**src/design/cnn_feed_pkg.sv**
```systemverilog
////////////////////
// Shared types and fixed constants of the feed protocol
// Import into any module that handles pixels, quads or feed beats
////////////////////
package cnn_feed_pkg;

    // Memory address widths
    localparam int IMG_ADDR_W  = 10;
    localparam int CONV_ADDR_W = 15;
    localparam int RES_ADDR_W  = 14;

    localparam int TAPS              = 9;  // 3x3 kernel
    localparam int PARAMS_PER_FILTER = 10; // Bias first, then the weights
    localparam int STEPS_PER_BLOCK   = 11;

    typedef logic [7:0] pixel_t;

    // Pooling and ReLU instruction for the SSFR unit
    localparam pixel_t SSFR_OP  = 8'hC1;
    localparam pixel_t SSFR_ARG = 8'h28;

    // 2x2 group, lane n is row n/2, column n%2
    typedef struct packed {
        pixel_t lane0;
        pixel_t lane1;
        pixel_t lane2;
        pixel_t lane3;
    } quad_t;

    typedef enum logic [1:0] {
        BEAT_HEADER = 2'd0,
        BEAT_PATCH  = 2'd1,
        BEAT_SSFR   = 2'd2
    } beat_kind_t;

    typedef struct packed {
        logic       valid;
        beat_kind_t kind;
        logic [3:0] step;  // 0 to 10 inside a block
        quad_t      lanes;
        pixel_t     param; // Bias, weight or SSFR argument
    } feed_beat_t;

endpackage

```
**src/design/block_scheduler.sv**
```systemverilog
////////////////////
// Walks filters and tiles, one 11-step block per tile
// Drives both memory addresses and the step info for the tile window
////////////////////
module block_scheduler
    import cnn_feed_pkg::*;
#(
    parameter int TILE_ROWS   = 2,
    parameter int TILE_COLS   = 2,
    parameter int NUM_FILTERS = 2
) (
    input  logic                   clk,
    input  logic                   reset,
    input  logic                   start,
    output logic [IMG_ADDR_W-1:0]  image_addr,
    output logic [CONV_ADDR_W-1:0] conv_addr,
    output logic [3:0]             step,
    output logic [1:0]             quad_slot,
    output logic                   block_active,
    output logic                   busy
);

    localparam int ROW_W = (TILE_ROWS > 1) ? $clog2(TILE_ROWS) : 1;
    localparam int COL_W = (TILE_COLS > 1) ? $clog2(TILE_COLS) : 1;
    localparam int FLT_W = (NUM_FILTERS > 1) ? $clog2(NUM_FILTERS) : 1;

    typedef enum logic [1:0] {S_IDLE, S_RUN, S_DRAIN} state_t;

    state_t           state;
    logic [ROW_W-1:0] tile_row;
    logic [COL_W-1:0] tile_col;
    logic [FLT_W-1:0] filter;
    logic             last_col, last_row, last_filter;
    logic             block_done;

    logic [IMG_ADDR_W-1:0] quad_row, quad_col;

    assign last_col    = (tile_col == COL_W'(TILE_COLS - 1));
    assign last_row    = (tile_row == ROW_W'(TILE_ROWS - 1));
    assign last_filter = (filter == FLT_W'(NUM_FILTERS - 1));
    assign block_done  = (step == 4'(STEPS_PER_BLOCK - 1));

    always_ff @(posedge clk) begin
        if (reset) begin
            state    <= S_IDLE;
            step     <= '0;
            tile_row <= '0;
            tile_col <= '0;
            filter   <= '0;
        end else begin
            case (state)
                S_IDLE: begin
                    if (start) begin
                        state    <= S_RUN;
                        step     <= '0;
                        tile_row <= '0;
                        tile_col <= '0;
                        filter   <= '0;
                    end
                end
                S_RUN: begin
                    step <= step + 4'd1;
                    if (block_done) begin
                        step     <= '0;
                        tile_col <= last_col ? '0 : tile_col + 1'b1;
                        if (last_col) begin
                            tile_row <= last_row ? '0 : tile_row + 1'b1;
                            if (last_row) begin
                                filter <= last_filter ? '0 : filter + 1'b1;
                                if (last_filter)
                                    state <= S_DRAIN; // Final SSFR still in flight
                            end
                        end
                    end
                end
                S_DRAIN: begin
                    // Two cycles until the last beat leaves the feed register
                    step <= step + 4'd1;
                    if (step == 4'd1) begin
                        step  <= '0;
                        state <= S_IDLE;
                    end
                end
                default: state <= S_IDLE;
            endcase
        end
    end

    assign busy         = (state != S_IDLE);
    assign block_active = (state == S_RUN);
    assign quad_slot    = step[1:0]; // Only meaningful in steps 0 to 3

    // Quad q of the tile sits at row 2*tr + q/2, column 2*tc + q%2
    assign quad_row   = IMG_ADDR_W'({tile_row, quad_slot[1]});
    assign quad_col   = IMG_ADDR_W'({tile_col, quad_slot[0]});
    assign image_addr = quad_row * IMG_ADDR_W'(2 * TILE_COLS) + quad_col;

    assign conv_addr = CONV_ADDR_W'(filter) * CONV_ADDR_W'(PARAMS_PER_FILTER)
                     + CONV_ADDR_W'(step);

endmodule

```
**config.mk**
```make
export PLATFORM = sky130hd
export DESIGN_NAME = block_scheduler
export DESIGN_NICKNAME = d
export VERILOG_FILES = /design/src/design/cnn_feed_pkg.sv /design/src/design/block_scheduler.sv
export SDC_FILE = /design/constraint.sdc
export NUM_CORES = 1
export LEC_CHECK = 0
export ABC_AREA = 1
export ABC_CLOCK_PERIOD_IN_PS = 2100
export BUFFER_PORTS_ARGS = -buffer_cell sky130_fd_sc_hd__buf_2
export CORE_MARGIN = 2
export CORE_UTILIZATION = 29
export CTS_BUF_LIST = sky130_fd_sc_hd__clkbuf_8
export CTS_CLUSTER_SIZE = 30
export DETAILED_ROUTE_END_ITERATION = 10
export PLACE_DENSITY = 0.58
export SLEW_MARGIN = 40
export SYNTH_ARGS = -nofsm -noshare
export SYNTH_HDL_FRONTEND = slang
export SYNTH_SLANG_ARGS = --single-unit
```
**constraint.sdc**
```tcl
create_clock -name clk -period 2.1 [get_ports clk]
set_input_delay 0.21 -clock clk [delete_from_list [all_inputs] [get_ports clk]]
set_output_delay 0.21 -clock clk [all_outputs]
set_load 0.02 [all_outputs]
```
=== Word level (Yosys, flattened, before mapping) ===
Cells that the tools add are included.

* Input bits: 3
* Output and inout port bits: 33
* Logic and storage cells: 55
* Flip-flop bits (word level): 9

* Reduce and logical (&&, ||, !) cells: 9
* Add/subtract/negate cells: 6
* Mux-type cells: 24
* $mul: 1
* Equal/unequal tests: 10

{| class="wikitable"
|+ Operator list
! operator !! number
|-
| 2-to-1 mux 2 bit || 6
|-
| 2-to-1 mux 4 bit || 3
|-
| case mux 4 bit (3 select lines) || 1
|-
| 2-to-1 mux 1 bit || 10
|-
| != test 2 x 1 -> 1 bit, second input constant || 4
|-
| adder 5 x 4 -> 6 bit || 1
|-
| case mux 1 bit (2 select lines) || 3
|-
| case mux 2 bit (3 select lines) || 1
|-
| AND reduction 6 bit || 1
|-
| adder 4 x 2 -> 5 bit || 1
|-
| AND reduction 5 bit || 1
|-
| adder 4 x 1 -> 4 bit, second input constant || 1
|-
| == test 4 x 1 -> 1 bit, second input constant || 1
|-
| == test 4 bit, second input constant || 1
|-
| multiplier 1 x 3 -> 4 bit, second input constant || 1
|-
| != test 2 bit, second input constant || 2
|-
| AND reduction 4 bit || 1
|-
| nonzero test 2 bit || 2
|-
| adder 1 bit, second input constant || 3
|-
| AND reduction 3 bit || 1
|-
| nonzero test 3 bit || 1
|-
| == test 2 x 1 -> 1 bit, second input constant || 1
|-
| == test 2 bit, second input constant || 1
|-
| zero test 2 bit || 1
|-
| AND reduction 2 bit || 1
|}

=== Longest topological paths before layout ===
* Depth after elaboration: 6
* Depth in mapped cells: 9
* Gate-level depth less buffers: 9

=== Worst setup path before layout ===
OpenSTA, ideal clock, no wires.

* Path type: flip-flop to output port
* From: register step[1]
* To: output conv_addr[3]
* Buffers on the path: 0
* Required time: 1.890 ns
* Slack: 0.614 ns
* Arrival time: 1.276 ns
* Cell stages (with the launch flop): 4
* Path through: dfxtp_1 ha_1 ha_1 xor2_1

* Cells in the longest elaborated chain, start to end: 1

{| class="wikitable"
|+ Ends and longest elaborated chain
! element !! line !! RTL
|-
| from (decl) || block_scheduler.sv:17 || <nowiki>output logic [3:0] step,</nowiki>
|-
| from (signal assigned) || block_scheduler.sv:62 || <nowiki>step <= step + 4'd1;</nowiki>
|-
| from (signal assigned) || block_scheduler.sv:78 || <nowiki>step <= step + 4'd1;</nowiki>
|-
| adder 5 x 4 -> 6 bit || block_scheduler.sv:99 || <nowiki>+ CONV_ADDR_W'(step);</nowiki>
|-
| to (decl) || block_scheduler.sv:16 || <nowiki>output logic [CONV_ADDR_W-1:0] conv_addr,</nowiki>
|}

No other way between the ends.

=== Final worst setup path ===
Same ends and word-level chain as after synthesis.

==> impl_results.md <==
* Initial Util at 30.1%
* Final WL at 1.41 mm
* Most frequent CP cell: ha_1
* Hpwl dp at 1.16 mm
* Postcts setup bufs at 0
* GRT Resource Usage Total at 8.95%
* Slew Limit Fails at 0
* Via count at 674
* Worst-Skew Late Latency at 0.23 ns
* Yosys Warn Count at 0
* Mapped Area at 817 sq um
* DIE AREA at 3260 sq um
* Synthesis-stage register bit count at 9
* # setup viols final at 0
* Cell-by-cell trace of the critical path: ha_1, ha_1, xor2_1, buf_2
* Hold_buf cts at 0
* Final min period at 1.60 ns
* Post-cts sizing count at 0
* Drc violations at 0
* Number of buffers created by CTS at 3
* Sequential element share of the synthesized area at 22.1%
* Site row count at 19
* CTS Sinks at 9
* Area delta synth->final at 7.66%
* Leak pwr at 0.000499 uW
* Final ANT Viol Nets at 0
* Layout cells sized above 1 at 26.1%
* Yosys cell types at 23
* Final total power at 1020 uW
* Area contributors post-synth: dfxtp_1 22%, buf_4 21%, ha_1 11%
* Worst Path Buf+Inv at 1
* Core box area at 2710 sq um
* Max Cap Viol at 0
* Syn Inst Count at 119
* Via density at 4.08
* Hold Path Class: in2reg
* Worst path arrival time at 1.39 ns
* VDD IR max at 0.482 mV
* Gpl congestion at 0.771
* WL/cell at 8.55 um
* Drt first pass iters at 3
* RSZ-0062 raised after global routing: false
* Multi-input gate area at 448 sq um
* Htree depth at 1
* Fmax at 0.626 GHz
* Port bufs at 19
* CP max FO at 9
* Crit path largest cell delay at 0.46 ns
* Setup TNS at 0 ns
* Syn avg cell area at 6.87 sq um
* First-pass GRT wire length at 2.23 mm
* Critical path class: reg2out
* Filler Cell Count at 318
* Die height at 57.1 um
* WP data required at 1.89 ns
* TritonCTS clock tree: done
* Final #Nets at 145
* Final Hold Fails at 0
* Cell family with most CP delay: flip-flops
* Worst setup EP type: output port
* Clock skew at 0.00238 ns
* DRT iter0 DRCs at 16
* ANT cells at 0
* Area fraction of the dominant cell type after synthesis at 22.1%
* Startpoint types: flip-flop
* Worst-path clk slew at 0.04 ns
* Tcrit/Tclk final at 76.1%
* Status: finished, final reports clean
* Number of global-route vias before repair at 527
* Top cell type by total area after synthesis: dfxtp_1
* Pwr/cell area at 1160 nW/um^2
* Register area at 180 sq um
* Max clock buf depth at 2
* I/O pins at 36
* Total gr overflow at 0
* Clock Root Buffer: clkbuf_8
* Initial antenna violation count at 0
* Die width at 57.1 um
* Crit path max-delay cell type: dfxtp_1
* Pin count of the biggest net entering global routing at 10
==> kinds of logic (layout without fill, tap and decap cells) <==
| family | Yosys count | in the layout | synth area share (%) |
|---|---|---|---|
| adder cells (fa/ha/maj) | 7 | 7 | 10.7 |
| flip-flops | 9 | 9 | 22.1 |
| XOR/XNOR | 1 | 1 | 1.07 |
| other | 1 | 16 | 0.459 |
| buffers and inverters | 41 | 41 | 30.0 |
| AND/OR/NAND/NOR | 48 | 48 | 27.6 |
| AO/OA/AOI/OAI | 12 | 12 | 8.12 |
==> routing by layer <==
layer | global-route usage [%] | part of all wire (%) | up-vias
met5 | 0 | 0 | -
met4 | 2.99 | 0.85 | 0
met3 | 4.99 | 9.6 | 4
met2 | 12.5 | 43 | 27
met1 | 11.7 | 46 | 284
li1 | - | - | 359
==> where the power goes <==
group	internal, uW	total, uW	switching [uW]	leakage [uW]
Clock	127	196	68.6	0.0000269
Combinational	193	580	387	0.000399
Sequential	209	248	39.2	0.0000736
==> registers in the layout, indices dropped and copies added, names as in the netlist <==
name	count
filter	1
last_col	1
last_row	1
state	2
step	4
==> Yosys cell counts <==
library cell	n
a21oi_1	7
a31o_2	1
buf_4	23
clkinv_1	1
clkinv_4	1
conb_1	1
dfxtp_1	9
ha_1	7
inv_1	12
inv_2	4
nand2_1	21
nand2_2	2
nand2_4	1
nand3_1	4
nand3_2	1
nand3b_1	1
nand4_1	2
nor2_1	13
nor2_2	2
nor2_4	1
o211ai_1	1
o21ai_0	3
xor2_1	1
==> layout make-up <==
class / count / share of cell area [%]
Sequential cell: 9 / 20.5
Clock inverter: 1 / 0.427
Inverter: 18 / 8.25
Multi-Input combinational cell: 84 / 50.9
Clock buffer: 3 / 4.69
Tap cell: 31 / 4.41
Timing Repair Buffer: 19 / 10.8
==> layout by cell type (no fill, tap or decap) <==
master,netlist,routed
a21oi_1,7,7
a31o_2,1,1
buf_2,0,19
clkbuf_8,0,3
clkinv_1,1,1
clkinv_4,1,1
conb_1,1,16
dfxtp_1,9,9
ha_1,7,7
inv_1,12,13
inv_2,4,4
nand2_1,21,21
nand2_2,2,2
nand2_4,1,1
nand3_1,4,4
nand3_2,1,1
nand3b_1,1,1
nand4_1,2,2
nor2_1,13,13
nor2_2,2,2
nor2_4,1,1
o211ai_1,1,1
o21ai_0,3,3
xor2_1,1,1
==> metrics by stage <==
stage / setup WS (ns) / hold slack (ns) / std cells / cell area, sq um / utilization, %
3_3_place_gp: 0.680 / 0.429 / 161 / 835 / 30.8
6_report: 0.502 / 0.191 / 165 / 880 / 32.5
3_5_place_dp: 0.661 / 0.435 / 161 / 835 / 30.8
2_1_floorplan: 0.614 / 0.279 / 134 / 873 / -
5_1_grt: 0.407 / 0.192 / 165 / 880 / 32.5
4_1_cts: 0.485 / 0.187 / 165 / 880 / 32.5
==> worst paths after layout <==
| kind | endpoint | slack, ns | start | depth (start not counted) |
|---|---|---|---|---|
| hold reg to reg | last_row | 0.47 | last_row | 2 |
| hold / removal | step[1] | 0.19 | reset | 2 |
| setup / recovery | conv_addr[3] | 0.50 | step[1] | 4 |
| setup reg to reg | state[1] | 0.68 | state[1] | 9 |
Note: power is estimated with default switching activity, not from simulation.
